**src/hdl/dma_pkg.sv**
```systemverilog
// Shared widths, vector types and channel structs of the word copy engine
// Imported by every DMA block that needs a channel or state type

package dma_pkg;

    // --------------------
    // Widths and depths
    // --------------------
    localparam int unsigned ADDR_W    = 16;
    localparam int unsigned DATA_W    = 32;
    localparam int unsigned LEN_W     = 8;
    localparam int unsigned JOB_DEPTH = 4;
    localparam int unsigned BUF_DEPTH = 4;
    // Counters must hold the full depth, not just depth-1
    localparam int unsigned BUF_CNT_W = $clog2(BUF_DEPTH + 1);
    localparam int unsigned JOB_CNT_W = $clog2(JOB_DEPTH + 1);

    typedef logic [ADDR_W-1:0]    addr_w_t;
    typedef logic [DATA_W-1:0]    data_t;
    typedef logic [LEN_W-1:0]     len_t;
    typedef logic [BUF_CNT_W-1:0] buf_cnt_t;
    typedef logic [JOB_CNT_W-1:0] job_cnt_t;

    // --------------------
    // Channel structs
    // --------------------
    // Incoming copy request, length counted in words
    typedef struct packed {
        addr_w_t src_addr;
        addr_w_t dst_addr;
        len_t    length;
        logic    last;
    } copy_req_t;

    typedef struct packed {
        logic error;
        logic last;
    } copy_rsp_t;

    typedef struct packed {
        addr_w_t src_addr;
        len_t    length;
    } rd_job_t;

    typedef struct packed {
        addr_w_t dst_addr;
        len_t    length;
    } wr_job_t;

    // Kept per request, in request order
    typedef struct packed {
        logic error;
        logic last;
    } rsp_job_t;

    // Read port carries only the word address
    typedef addr_w_t mem_rd_req_t;

    typedef struct packed {
        addr_w_t addr;
        data_t   data;
    } mem_wr_req_t;

    typedef struct packed {
        logic front_busy;
        logic rd_busy;
        logic wr_busy;
        logic rsp_busy;
    } busy_t;

    // Shared by the read and write engines
    typedef enum logic {
        IDLE,
        ACTIVE
    } engine_state_e;

endpackage
```
**src/hdl/dma_backend_top.sv**
```systemverilog
// Top level of the word copy engine: front end, job queues, data buffer and engines
// Connect the request, response, read and write ports to the surrounding system
`timescale 1ns/1ps

module dma_backend_top (
    input  logic                 clk_i,
    input  logic                 rst_i,
    input  dma_pkg::copy_req_t   req_i,
    input  logic                 req_valid_i,
    output logic                 req_ready_o,
    output dma_pkg::copy_rsp_t   rsp_o,
    output logic                 rsp_valid_o,
    input  logic                 rsp_ready_i,
    output dma_pkg::mem_rd_req_t rd_req_o,
    output logic                 rd_valid_o,
    input  logic                 rd_ready_i,
    input  dma_pkg::data_t       rd_data_i,
    input  logic                 rd_data_valid_i,
    output dma_pkg::mem_wr_req_t wr_req_o,
    output logic                 wr_valid_o,
    input  logic                 wr_ready_i,
    output dma_pkg::busy_t       busy_o
);

    import dma_pkg::*;

    // Front end to queues
    rd_job_t  rd_job_in, rd_job_out;
    wr_job_t  wr_job_in, wr_job_out;
    rsp_job_t rsp_job_in, rsp_job_out;
    logic     rd_job_in_valid, rd_job_in_ready, rd_job_out_valid, rd_job_out_ready;
    logic     wr_job_in_valid, wr_job_in_ready, wr_job_out_valid, wr_job_out_ready;
    logic     rsp_job_in_valid, rsp_job_in_ready, rsp_job_out_valid, rsp_job_out_ready;

    // Data buffer between the engines
    data_t    buf_in_data, buf_out_data;
    logic     buf_in_valid, buf_out_valid, buf_out_ready;
    buf_cnt_t buf_space;
    logic     job_done;

    dma_req_front i_front (
        .clk_i           ( clk_i             ),
        .rst_i           ( rst_i             ),
        .req_i           ( req_i             ),
        .req_valid_i     ( req_valid_i       ),
        .req_ready_o     ( req_ready_o       ),
        .rd_job_o        ( rd_job_in         ),
        .rd_job_valid_o  ( rd_job_in_valid   ),
        .rd_job_ready_i  ( rd_job_in_ready   ),
        .wr_job_o        ( wr_job_in         ),
        .wr_job_valid_o  ( wr_job_in_valid   ),
        .wr_job_ready_i  ( wr_job_in_ready   ),
        .rsp_job_o       ( rsp_job_in        ),
        .rsp_job_valid_o ( rsp_job_in_valid  ),
        .rsp_job_ready_i ( rsp_job_in_ready  ),
        .busy_o          ( busy_o.front_busy )
    );

    // --------------------
    // Job queues
    // --------------------
    dma_job_fifo #(.WIDTH($bits(rd_job_t)), .DEPTH(JOB_DEPTH)) i_rd_job_q (
        .clk_i   ( clk_i            ),
        .rst_i   ( rst_i            ),
        .data_i  ( rd_job_in        ),
        .valid_i ( rd_job_in_valid  ),
        .ready_o ( rd_job_in_ready  ),
        .data_o  ( rd_job_out       ),
        .valid_o ( rd_job_out_valid ),
        .ready_i ( rd_job_out_ready ),
        .free_o  (                  )
    );

    dma_job_fifo #(.WIDTH($bits(wr_job_t)), .DEPTH(JOB_DEPTH)) i_wr_job_q (
        .clk_i   ( clk_i            ),
        .rst_i   ( rst_i            ),
        .data_i  ( wr_job_in        ),
        .valid_i ( wr_job_in_valid  ),
        .ready_o ( wr_job_in_ready  ),
        .data_o  ( wr_job_out       ),
        .valid_o ( wr_job_out_valid ),
        .ready_i ( wr_job_out_ready ),
        .free_o  (                  )
    );

    // Flag store that keeps responses in request order
    dma_job_fifo #(.WIDTH($bits(rsp_job_t)), .DEPTH(JOB_DEPTH)) i_rsp_job_q (
        .clk_i   ( clk_i             ),
        .rst_i   ( rst_i             ),
        .data_i  ( rsp_job_in        ),
        .valid_i ( rsp_job_in_valid  ),
        .ready_o ( rsp_job_in_ready  ),
        .data_o  ( rsp_job_out       ),
        .valid_o ( rsp_job_out_valid ),
        .ready_i ( rsp_job_out_ready ),
        .free_o  (                   )
    );

    // --------------------
    // Data path
    // --------------------
    dma_read_engine i_rd_engine (
        .clk_i           ( clk_i            ),
        .rst_i           ( rst_i            ),
        .job_i           ( rd_job_out       ),
        .job_valid_i     ( rd_job_out_valid ),
        .job_ready_o     ( rd_job_out_ready ),
        .rd_req_o        ( rd_req_o         ),
        .rd_valid_o      ( rd_valid_o       ),
        .rd_ready_i      ( rd_ready_i       ),
        .rd_data_i       ( rd_data_i        ),
        .rd_data_valid_i ( rd_data_valid_i  ),
        .buf_data_o      ( buf_in_data      ),
        .buf_valid_o     ( buf_in_valid     ),
        .buf_space_i     ( buf_space        ),
        .busy_o          ( busy_o.rd_busy   )
    );

    // Ready is not looked at, read credit already reserves a slot per word
    dma_job_fifo #(.WIDTH(DATA_W), .DEPTH(BUF_DEPTH)) i_data_buf (
        .clk_i   ( clk_i         ),
        .rst_i   ( rst_i         ),
        .data_i  ( buf_in_data   ),
        .valid_i ( buf_in_valid  ),
        .ready_o (               ),
        .data_o  ( buf_out_data  ),
        .valid_o ( buf_out_valid ),
        .ready_i ( buf_out_ready ),
        .free_o  ( buf_space     )
    );

    dma_write_engine i_wr_engine (
        .clk_i       ( clk_i            ),
        .rst_i       ( rst_i            ),
        .job_i       ( wr_job_out       ),
        .job_valid_i ( wr_job_out_valid ),
        .job_ready_o ( wr_job_out_ready ),
        .buf_data_i  ( buf_out_data     ),
        .buf_valid_i ( buf_out_valid    ),
        .buf_ready_o ( buf_out_ready    ),
        .wr_req_o    ( wr_req_o         ),
        .wr_valid_o  ( wr_valid_o       ),
        .wr_ready_i  ( wr_ready_i       ),
        .job_done_o  ( job_done         ),
        .busy_o      ( busy_o.wr_busy   )
    );

    dma_rsp_unit i_rsp_unit (
        .clk_i           ( clk_i             ),
        .rst_i           ( rst_i             ),
        .rsp_job_i       ( rsp_job_out       ),
        .rsp_job_valid_i ( rsp_job_out_valid ),
        .rsp_job_ready_o ( rsp_job_out_ready ),
        .job_done_i      ( job_done          ),
        .rsp_o           ( rsp_o             ),
        .rsp_valid_o     ( rsp_valid_o       ),
        .rsp_ready_i     ( rsp_ready_i       ),
        .busy_o          ( busy_o.rsp_busy   )
    );

endmodule

```
**src/hdl/dma_rsp_unit.sv**
```systemverilog
// Response unit: releases one response per request in request order
// Error jobs go out at once, copy jobs wait for a matching completion
`timescale 1ns/1ps

module dma_rsp_unit (
    input  logic                clk_i,
    input  logic                rst_i,
    input  dma_pkg::rsp_job_t   rsp_job_i,
    input  logic                rsp_job_valid_i,
    output logic                rsp_job_ready_o,
    input  logic                job_done_i,
    output dma_pkg::copy_rsp_t  rsp_o,
    output logic                rsp_valid_o,
    input  logic                rsp_ready_i,
    output logic                busy_o
);

    import dma_pkg::*;

    job_cnt_t done_cnt_q;
    logic     head_ready;
    logic     rsp_fire;
    logic     done_take;

    // Writes finish in job order, so any stored completion belongs to the head copy job
    assign head_ready = rsp_job_i.error | (done_cnt_q != '0);

    // --------------------
    // Response channel
    // --------------------
    assign rsp_valid_o     = rsp_job_valid_i & head_ready;
    assign rsp_o           = '{error: rsp_job_i.error, last: rsp_job_i.last};
    assign rsp_fire        = rsp_valid_o & rsp_ready_i;
    assign rsp_job_ready_o = rsp_fire;

    // Rejected jobs never produced a completion
    assign done_take = rsp_fire & ~rsp_job_i.error;

    // Completions waiting for their response, bounded by the queue depth
    always_ff @(posedge clk_i) begin
        if (rst_i) begin
            done_cnt_q <= '0;
        end else begin
            done_cnt_q <= done_cnt_q + job_cnt_t'(job_done_i) - job_cnt_t'(done_take);
        end
    end

    assign busy_o = rsp_job_valid_i | (done_cnt_q != '0);

endmodule

```
**src/hdl/dma_write_engine.sv**
```systemverilog
// Write side: pairs buffered words with destination addresses of the current job
// and flags the completion of each job with a single-cycle pulse
`timescale 1ns/1ps

module dma_write_engine (
    input  logic                 clk_i,
    input  logic                 rst_i,
    input  dma_pkg::wr_job_t     job_i,
    input  logic                 job_valid_i,
    output logic                 job_ready_o,
    input  dma_pkg::data_t       buf_data_i,
    input  logic                 buf_valid_i,
    output logic                 buf_ready_o,
    output dma_pkg::mem_wr_req_t wr_req_o,
    output logic                 wr_valid_o,
    input  logic                 wr_ready_i,
    output logic                 job_done_o,
    output logic                 busy_o
);

    import dma_pkg::*;

    engine_state_e state_q;
    addr_w_t       addr_q;
    len_t          remain_q;
    logic          done_q;
    logic          job_take;
    logic          wr_fire;
    logic          last_word;

    assign job_ready_o = state_q == IDLE;
    assign job_take    = job_valid_i & job_ready_o;

    // Buffer head stays put until popped here, so valid holds while stalled
    assign wr_valid_o = (state_q == ACTIVE) & buf_valid_i;
    assign wr_req_o   = '{addr: addr_q, data: buf_data_i};
    assign wr_fire    = wr_valid_o & wr_ready_i;

    // Word leaves the buffer only together with an accepted write
    assign buf_ready_o = wr_fire;
    assign last_word   = remain_q == len_t'(1);

    // --------------------
    // Job FSM
    // --------------------
    always_ff @(posedge clk_i) begin
        if (rst_i) begin
            state_q  <= IDLE;
            addr_q   <= '0;
            remain_q <= '0;
        end else begin
            case (state_q)
                IDLE: begin
                    if (job_take) begin
                        addr_q   <= job_i.dst_addr;
                        remain_q <= job_i.length;
                        state_q  <= ACTIVE;
                    end
                end
                ACTIVE: begin
                    if (wr_fire) begin
                        addr_q   <= addr_q + 1'b1;
                        remain_q <= remain_q - 1'b1;
                        if (last_word) begin
                            state_q <= IDLE;
                        end
                    end
                end
                default: state_q <= IDLE;
            endcase
        end
    end

    // One pulse per finished job, the cycle after the final write is accepted
    always_ff @(posedge clk_i) begin
        if (rst_i) begin
            done_q <= 1'b0;
        end else begin
            done_q <= wr_fire & last_word;
        end
    end

    assign job_done_o = done_q;
    assign busy_o     = (state_q == ACTIVE) | done_q;

endmodule

```
**src/hdl/dma_read_engine.sv**
```systemverilog
// Read side: walks source addresses of one job at a time, limited by buffer credit
// Returned words are forwarded straight into the data buffer
`timescale 1ns/1ps

module dma_read_engine (
    input  logic                 clk_i,
    input  logic                 rst_i,
    input  dma_pkg::rd_job_t     job_i,
    input  logic                 job_valid_i,
    output logic                 job_ready_o,
    output dma_pkg::mem_rd_req_t rd_req_o,
    output logic                 rd_valid_o,
    input  logic                 rd_ready_i,
    input  dma_pkg::data_t       rd_data_i,
    input  logic                 rd_data_valid_i,
    output dma_pkg::data_t       buf_data_o,
    output logic                 buf_valid_o,
    input  dma_pkg::buf_cnt_t    buf_space_i,
    output logic                 busy_o
);

    import dma_pkg::*;

    engine_state_e state_q;
    addr_w_t       addr_q;
    len_t          remain_q;
    buf_cnt_t      outstanding_q;
    logic          job_take;
    logic          rd_fire;

    assign job_ready_o = state_q == IDLE;
    assign job_take    = job_valid_i & job_ready_o;

    // Credit check: every outstanding read owns one free buffer slot
    // Space only shrinks as returns land, which also drop outstanding, so valid holds
    assign rd_valid_o = (state_q == ACTIVE) && (outstanding_q < buf_space_i);
    assign rd_req_o   = addr_q;
    assign rd_fire    = rd_valid_o & rd_ready_i;

    // --------------------
    // Job FSM
    // --------------------
    always_ff @(posedge clk_i) begin
        if (rst_i) begin
            state_q  <= IDLE;
            addr_q   <= '0;
            remain_q <= '0;
        end else begin
            case (state_q)
                IDLE: begin
                    if (job_take) begin
                        addr_q   <= job_i.src_addr;
                        remain_q <= job_i.length;
                        state_q  <= ACTIVE;
                    end
                end
                ACTIVE: begin
                    if (rd_fire) begin
                        addr_q   <= addr_q + 1'b1;
                        remain_q <= remain_q - 1'b1;
                        // Last word issued
                        if (remain_q == len_t'(1)) begin
                            state_q <= IDLE;
                        end
                    end
                end
                default: state_q <= IDLE;
            endcase
        end
    end

    // Reads in flight, up on issue and down on return
    always_ff @(posedge clk_i) begin
        if (rst_i) begin
            outstanding_q <= '0;
        end else begin
            outstanding_q <= outstanding_q + buf_cnt_t'(rd_fire) - buf_cnt_t'(rd_data_valid_i);
        end
    end

    // Returns come in issue order, credit guarantees room
    assign buf_data_o  = rd_data_i;
    assign buf_valid_o = rd_data_valid_i;

    assign busy_o = (state_q == ACTIVE) || (outstanding_q != '0);

endmodule

```
**src/hdl/dma_req_front.sv**
```systemverilog
// Request front end: rejects zero-length copies and forks each request
// into read, write and response jobs, all pushed in the same cycle
`timescale 1ns/1ps

module dma_req_front (
    input  logic                clk_i,
    input  logic                rst_i,
    input  dma_pkg::copy_req_t  req_i,
    input  logic                req_valid_i,
    output logic                req_ready_o,
    output dma_pkg::rd_job_t    rd_job_o,
    output logic                rd_job_valid_o,
    input  logic                rd_job_ready_i,
    output dma_pkg::wr_job_t    wr_job_o,
    output logic                wr_job_valid_o,
    input  logic                wr_job_ready_i,
    output dma_pkg::rsp_job_t   rsp_job_o,
    output logic                rsp_job_valid_o,
    input  logic                rsp_job_ready_i,
    output logic                busy_o
);

    logic is_zero;
    logic push;
    logic busy_q;

    assign is_zero = req_i.length == '0;

    // Zero length only needs the response queue, others need all three
    assign req_ready_o = rsp_job_ready_i & (is_zero | (rd_job_ready_i & wr_job_ready_i));
    assign push        = req_valid_i & req_ready_o;

    // --------------------
    // Job fork
    // --------------------
    assign rd_job_o = '{src_addr: req_i.src_addr, length: req_i.length};
    assign wr_job_o = '{dst_addr: req_i.dst_addr, length: req_i.length};
    // Error marks a rejected request, it never touches memory
    assign rsp_job_o = '{error: is_zero, last: req_i.last};

    assign rd_job_valid_o  = push & ~is_zero;
    assign wr_job_valid_o  = push & ~is_zero;
    assign rsp_job_valid_o = push;

    // Busy while a request sits at the input
    always_ff @(posedge clk_i) begin
        if (rst_i) begin
            busy_q <= 1'b0;
        end else begin
            busy_q <= req_valid_i & ~push;
        end
    end

    assign busy_o = busy_q;

endmodule

```
**src/hdl/dma_job_fifo.sv**
```systemverilog
// Circular-buffer FIFO with valid/ready on both sides
// Serves as the job queues and as the word buffer between read and write sides
`timescale 1ns/1ps

module dma_job_fifo #(
    parameter int unsigned WIDTH = 8,
    parameter int unsigned DEPTH = 4
) (
    input  logic                       clk_i,
    input  logic                       rst_i,
    input  logic [WIDTH-1:0]           data_i,
    input  logic                       valid_i,
    output logic                       ready_o,
    output logic [WIDTH-1:0]           data_o,
    output logic                       valid_o,
    input  logic                       ready_i,
    output logic [$clog2(DEPTH+1)-1:0] free_o
);

    localparam int unsigned PTR_W = (DEPTH > 1) ? $clog2(DEPTH) : 1;
    localparam int unsigned CNT_W = $clog2(DEPTH + 1);

    logic [WIDTH-1:0] mem_q [DEPTH];
    logic [PTR_W-1:0] wr_ptr_q;
    logic [PTR_W-1:0] rd_ptr_q;
    logic [CNT_W-1:0] count_q;
    logic             push;
    logic             pop;

    // Ready while not full, valid while not empty
    assign ready_o = count_q != CNT_W'(DEPTH);
    assign valid_o = count_q != '0;
    assign data_o  = mem_q[rd_ptr_q];
    assign free_o  = CNT_W'(DEPTH) - count_q;

    assign push = valid_i & ready_o;
    assign pop  = valid_o & ready_i;

    // Storage, no reset needed
    always_ff @(posedge clk_i) begin
        if (push) begin
            mem_q[wr_ptr_q] <= data_i;
        end
    end

    always_ff @(posedge clk_i) begin
        if (rst_i) begin
            wr_ptr_q <= '0;
            rd_ptr_q <= '0;
            count_q  <= '0;
        end else begin
            if (push) begin
                // Wrap explicitly, DEPTH need not be a power of two
                wr_ptr_q <= (wr_ptr_q == PTR_W'(DEPTH - 1)) ? '0 : wr_ptr_q + 1'b1;
            end
            if (pop) begin
                rd_ptr_q <= (rd_ptr_q == PTR_W'(DEPTH - 1)) ? '0 : rd_ptr_q + 1'b1;
            end
            count_q <= count_q + CNT_W'(push) - CNT_W'(pop);
        end
    end

endmodule

```
**config.mk**
```make
export PLATFORM = sky130hd
export DESIGN_NAME = dma_backend_top
export DESIGN_NICKNAME = d
export VERILOG_FILES = /design/src/hdl/dma_pkg.sv /design/src/hdl/dma_backend_top.sv /design/src/hdl/dma_rsp_unit.sv /design/src/hdl/dma_write_engine.sv /design/src/hdl/dma_read_engine.sv /design/src/hdl/dma_req_front.sv /design/src/hdl/dma_job_fifo.sv
export SDC_FILE = /design/constraint.sdc
export NUM_CORES = 1
export LEC_CHECK = 0
export ABC_AREA = 0
export BUFFER_PORTS_ARGS = -buffer_cell sky130_fd_sc_hd__buf_4
export CAP_MARGIN = 20
export CELL_PAD_IN_SITES_DETAIL_PLACEMENT = 0
export CELL_PAD_IN_SITES_GLOBAL_PLACEMENT = 1
export CORE_AREA = 3 3 208 210
export DETAILED_ROUTE_END_ITERATION = 10
export DIE_AREA = 0 0 211 213
export PLACE_DENSITY_LB_ADDON = 0.1
export SLEW_MARGIN = 20
export SYNTH_ARGS = -nofsm -noshare
export SYNTH_HDL_FRONTEND = slang
export SYNTH_HIERARCHICAL = 1
export SYNTH_SLANG_ARGS = --single-unit
```
**constraint.sdc**
```tcl
create_clock -name clk_i -period 3.7 [get_ports clk_i]
set_input_delay 0.74 -clock clk_i [delete_from_list [all_inputs] [get_ports clk_i]]
set_output_delay 0.74 -clock clk_i [all_outputs]
set_load 0.02 [all_outputs]
```
==> impl_metrics.py, run 1 <==
metrics = {
    "cts": {
        "clock-root-buffer": "clkbuf_16",
        "cts_buffers": 46,
        "clk_pin_slew_ns": 0.06,
        "post_cts_buffers": 0,
        "htree_levels": 2,
        "cts_resized": 0,
        "cts_sinks": 422,
        "cts_tree": "built",
        "cts_buffer_depth": 3,
        "cts_hold_buf": 0,
        "clock_latency_ns": 0.56,
    },
    "cells_and_area": {
        "nets": 1439,
        "drive_above_1_share": 0.268,
        "final_area_um2": 20900,
        "area_growth_pct": 12.6,
        "n_antenna_cell": 0,
    },
    "place": {
        "place_area_um2": 19500,
        "gp_congestion": 0.740,
        "hpwl_um": 23900,
        "place_ws_ns": 0.334,
        "port_buffers": 153,
    },
    "power": {
        "p_leak_nw": 7.38,
        "power_mw": 16.0,
        "power_density_nw_per_um2": 764,
        "max-vdd-ir-drop_mv": 0.312,
    },
    "critical_path": {
        "cp.arrival_ns": 3.66,
        "path_buf_inv": 3,
        "max_stage_delay_ns": 0.60,
        "worstPathCellList": "inv_1 > ha_1 > ha_1 > inv_1 > nand2_1 > nor3_1 > nor2b_1 > xor2_1 > ha_1 > inv_1 > fa_1 > xnor2_1 > xnor2_1 > nor2_1",
        "cp_slowest_cell": "nor2b_1",
        "required_ns": 4.14,
        "crit_family": "simple AND/OR/NAND/NOR gates",
        "crit_type": "flop to flop",
        "end_kind": "flop",
        "start_kind": "flop",
        "crit_cells": 14,
        "crit_fanout": 8,
        "r2r_cells": 14,
    },
    "timing": {
        "worstMarginPinSlew_ns": 0.901,
        "rsz0062_at_grt": "no",
        "hold_violations": 0,
        "clock.fmax_mhz": 311,
        "fin_crit_sh": 0.870,
        "finClkSkew_ns": 0.0144,
        "layout_setup_ws_ns": 0.479,
        "holdWs_ns": 0.377,
        "min_period_ns": 3.22,
        "tns_ns": 0,
        "setup_viol": 0,
        "drv_slew": 0,
        "relSlewSlack": 0.398,
    },
    "drt": {
        "route.met2.wl_um": 17500,
        "ant_nets": 0,
        "drtIter0Drc": 652,
        "routed.top_layer": "met4",
        "wl_um": 37000,
        "dr_wl_met3_um": 1570,
        "num_vias": 9847,
        "wirelength_met1_um": 17100,
        "drc": 0,
        "vias_per_cell": 5.23,
        "first_pass_iters": 4,
        "wl_per_cell_um": 19.7,
    },
    "worst_hold_path": {
        "hold_depth": 1,
        "hold_class": "input port to flop",
    },
    "synth": {
        "synthesis.nets": 1369,
        "syn_area_um2": 18600,
        "yosysWarningCount": 6,
        "netlist_instances": 1235,
        "avgSynthCellArea_um2": 15.1,
    },
    "floorplan": {
        "dieArea_um2": 44900,
        "initial_core_util": 0.446,
        "coreArea_um2": 41800,
        "die_w_um": 211,
        "die_h_um": 213,
        "io_pins": 154,
        "rows": 75,
    },
    "global_route": {
        "grt_pass1_wl_um": 57400,
        "gr-total-overflow": 0,
        "grt_start_max_net_pins": 50,
        "grt_pass1_vias": 9972,
        "grt_util_all_layers": 0.165,
        "antenna_found_initial": 1,
    },
    "job": {
        "maxCapViolations": 0,
    },
    "status": {
        "status": "finished, final reports clean",
    },
}
-- metrics by stage --
stage                     instances   util
after floorplan                1235      -
after global placement         1796  0.467
after detailed placement       1796  0.467
after CTS                      1881  0.502
after global routing           1881  0.502
final                          1881  0.502
-- final timing paths --
kind / start / endpoint / slack (ns)
hold reg to reg: i_rd_engine/remain_q[6]$_SDFFE_PP0P_ / i_rd_engine/remain_q[6]$_SDFFE_PP0P_ / 0.49
hold / removal: rd_data_i[8] / i_data_buf/mem_q[2][8]$_DFFE_PP_ / 0.38
setup reg to reg: i_rd_job_q/count_q[1]$_SDFF_PP0_ / i_rd_job_q/count_q[2]$_SDFF_PP0_ / 0.48
setup / recovery: i_rd_job_q/count_q[1]$_SDFF_PP0_ / i_rd_job_q/count_q[2]$_SDFF_PP0_ / 0.48
-- metal layers --
| metal | up-vias | GRT usage |
|---|---|---|
| met3 | 59 | 0.0285 |
| met4 | 0 | 0.0508 |
| met1 | 4941 | 0.228 |
| li1 | 4658 | - |
| met5 | - | 0 |
| met2 | 189 | 0.271 |
-- worst reg2reg max path, delay by kind of cell, from the launching register on --
family	cells	cell delay, ns
AND/OR/NAND/NOR	4	1.07
adder cells (fa/ha/maj)	4	0.94
XOR/XNOR	3	0.53
flip-flops	1	0.39
buffers and inverters	3	0.18
-- cells in the final DEF, fill, tap and decap left out, types with 12 or more instances in the layout --
cell type	count
a21oi_1	41
and2_1	21
buf_4	192
clkbuf_1	13
clkbuf_16	47
clkinv_1	13
dfxtp_1	93
edfxtp_1	328
ha_1	48
inv_1	50
mux2i_1	20
mux4_1	12
mux4_2	70
nand2_1	53
nand3_1	13
nor2_1	77
nor2b_1	28
nor3_1	17
o21ai_0	29
-- cell type report --
cell class	count	area (um2)
Clock buffer	62	1250
Clock inverter	23	210
Fill cell	3520	20800
Inverter	51	191
Multi-Input combinational cell	589	5390
Sequential cell	422	11700
Tap cell	539	674
Timing Repair Buffer	195	1500
-- power breakdown --
group	switching, mW	internal [mW]
clock network	1.80	2.65
registers	0.634	5.98
logic	2.76	2.19
total	5.19	10.8
-- state kept, by name, indices dropped and copies added, names as in the netlist, 3 cells and up, named ones only --
name                       cells
i_rd_job_q/mem_q              96
i_rd_engine/remain_q           8
i_rd_engine/rd_req_o          16
i_rsp_job_q/count_q            3
i_rd_engine/outstanding_q      3
i_wr_job_q/count_q             3
i_wr_job_q/mem_q              96
i_rsp_unit/done_cnt_q          3
i_wr_engine/remain_q           8
i_data_buf/count_q             3
i_rsp_job_q/mem_q              8
i_rd_job_q/count_q             3
i_data_buf/mem_q             128
i_wr_engine/addr_q            16
Note: power is estimated with default switching activity, not from simulation.
==> run 2, diff against run 1 <==
==> constraint.sdc (replaced) <==
create_clock -name clk_i -period 4 [get_ports clk_i]
set_input_delay 0.8 -clock clk_i [delete_from_list [all_inputs] [get_ports clk_i]]
set_output_delay 0.8 -clock clk_i [all_outputs]
set_load 0.02 [all_outputs]
==> run 2 against run 1 <==
Compared with the run above:
- power fell by 6.8%
- sequential share of layout area shrank 0.074 points
- final area is 0.13% higher
- critical endpoint unchanged
- cell count decreased by 0.80%
- register-to-register slack improved by 0.30 ns
- clock skew rose by 0.0016 ns
- die area did not move
==> impl_metrics.py, run 2 (synthesized netlist as in run 1, its figures left out) <==
metrics = {
    "status": {
        "status": "finished, final reports clean",
    },
    "timing": {
        "clock.fmax_mhz": 310,
        "hold_violations": 0,
        "finClkSkew_ns": 0.0159,
        "tns_ns": 0,
        "fin_crit_sh": 0.806,
        "holdWs_ns": 0.429,
        "rsz0062_at_grt": "no",
        "layout_setup_ws_ns": 0.775,
        "min_period_ns": 3.22,
        "worstMarginPinSlew_ns": 0.844,
        "setup_viol": 0,
        "drv_slew": 0,
        "relSlewSlack": 0.437,
    },
    "cells_and_area": {
        "top_register": "i_data_buf/mem_q",
        "final_cell_mix": "edfxtp_1, buf_4, dfxtp_1",
        "area_growth_pct": 12.7,
        "seq_area_um2": 11700,
        "n_antenna_cell": 0,
        "finish.utilization": 0.502,
        "multiInputGateArea_um2": 5390,
        "largest_reg_flops": 128,
        "drive_above_1_share": 0.268,
        "top_regs": "i_data_buf/mem_q: 128 flops, i_rd_job_q/mem_q: 96 flops, i_wr_job_q/mem_q: 96 flops",
        "fill_cells": 3569,
        "nets": 1424,
        "final_common_cell": "edfxtp_1",
    },
    "place": {
        "place_ws_ns": 0.508,
        "port_buffers": 153,
        "hpwl_um": 23400,
        "gp_congestion": 0.755,
    },
    "critical_path": {
        "required_ns": 4.45,
        "cp.arrival_ns": 3.67,
        "crit_type": "flop to flop",
        "end_kind": "flop",
        "start_kind": "flop",
        "crit_fanout": 8,
    },
    "cts": {
        "clock_latency_ns": 0.57,
        "cts_buffers": 45,
        "clock-root-buffer": "clkbuf_16",
        "cts_tree": "built",
        "post_cts_buffers": 0,
        "cts_hold_buf": 0,
        "cts_resized": 0,
        "clk_pin_slew_ns": 0.06,
        "cts_sinks": 422,
        "htree_levels": 2,
        "cts_buffer_depth": 3,
    },
    "power": {
        "p_seq_frac": 0.409,
        "power_density_nw_per_um2": 711,
        "internal_power_mw": 10.1,
        "p_leak_nw": 7.36,
        "max-vdd-ir-drop_mv": 0.441,
        "p_sw_mw": 4.79,
        "sw_frac_of_total": 0.321,
        "power_frac_clock": 0.287,
        "power_mw": 14.9,
        "p_comb_frac": 0.304,
    },
    "global_route": {
        "grt_start_max_net_pins": 53,
        "grt_pass1_wl_um": 56800,
        "grt_pass1_vias": 9913,
        "gr-total-overflow": 0,
        "grt_util_all_layers": 0.164,
        "antenna_found_initial": 0,
    },
    "floorplan": {
        "coreArea_um2": 41800,
        "die_h_um": 213,
        "io_pins": 154,
        "dieArea_um2": 44900,
        "initial_core_util": 0.446,
        "die_w_um": 211,
        "rows": 75,
    },
    "drt": {
        "num_vias": 9802,
        "wl_um": 36400,
        "drc": 0,
        "first_pass_iters": 5,
        "ant_nets": 0,
        "wl_per_cell_um": 19.5,
        "vias_per_cell": 5.25,
        "drtIter0Drc": 551,
    },
    "job": {
        "maxCapViolations": 0,
    },
    "worst_hold_path": {
        "hold_class": "input port to flop",
    },
}
run 2: per-layer routing:
layer,wire length (um),track usage,share of wire
met1,16600,0.225,0.45
met5,0,0,0
met3,1570,0.0279,0.043
met2,17500,0.270,0.48
met4,764,0.0497,0.021
run 2: worst paths after layout:
path                                         from                                   end  slack (ns)  cells after the start
max reg2reg      i_rd_job_q/count_q[1]$_SDFF_PP0_      i_rd_job_q/count_q[2]$_SDFF_PP0_        0.78                     14
max              i_rd_job_q/count_q[1]$_SDFF_PP0_      i_rd_job_q/count_q[2]$_SDFF_PP0_        0.78                     14
min                                     req_i[40]     i_rd_job_q/mem_q[1][23]$_DFFE_PP_        0.43                      1
min reg2reg  i_rd_engine/remain_q[6]$_SDFFE_PP0P_  i_rd_engine/remain_q[6]$_SDFFE_PP0P_        0.49                      2
run 2: final cells by class:
class | count | share of cell area
clock inverter | 28 | 0.0166
timing repair buffer | 181 | 0.0690
multi-input combinational | 589 | 0.257
tap | 539 | 0.0322
clock buffer | 56 | 0.0571
inverter | 51 | 0.00913
sequential | 422 | 0.559
run 2: per-stage QoR:
step	area (um2)	std cells
2_1_floorplan	18600	1235
3_3_place_gp	19400	1782
3_5_place_dp	19400	1782
4_1_cts	21000	1866
5_1_grt	21000	1866
6_report	21000	1866
run 2: power groups by stage:
stage	Sequential (mW)	Combinational, mW	Clock [mW]
2_1_floorplan	6.14	3.39	0
3_3_place_gp	6.20	4.58	0
3_5_place_dp	6.21	4.61	0
4_1_cts	6.12	4.62	4.43
5_1_grt	6.21	5.01	4.60
6_report	6.11	4.53	4.28
run 2: worst max-delay path: stages, from the launching register on:
cell and delay, ns:
dfxtp_1 0.40, inv_1 0.06, ha_1 0.20, ha_1 0.20, inv_1 0.05, nand2_1 0.10, nor3_1 0.40, nor2b_1 0.56
xor2_1 0.20, ha_1 0.16, inv_1 0.05, fa_1 0.38, xnor2_1 0.18, xnor2_1 0.13, nor2_1 0.05
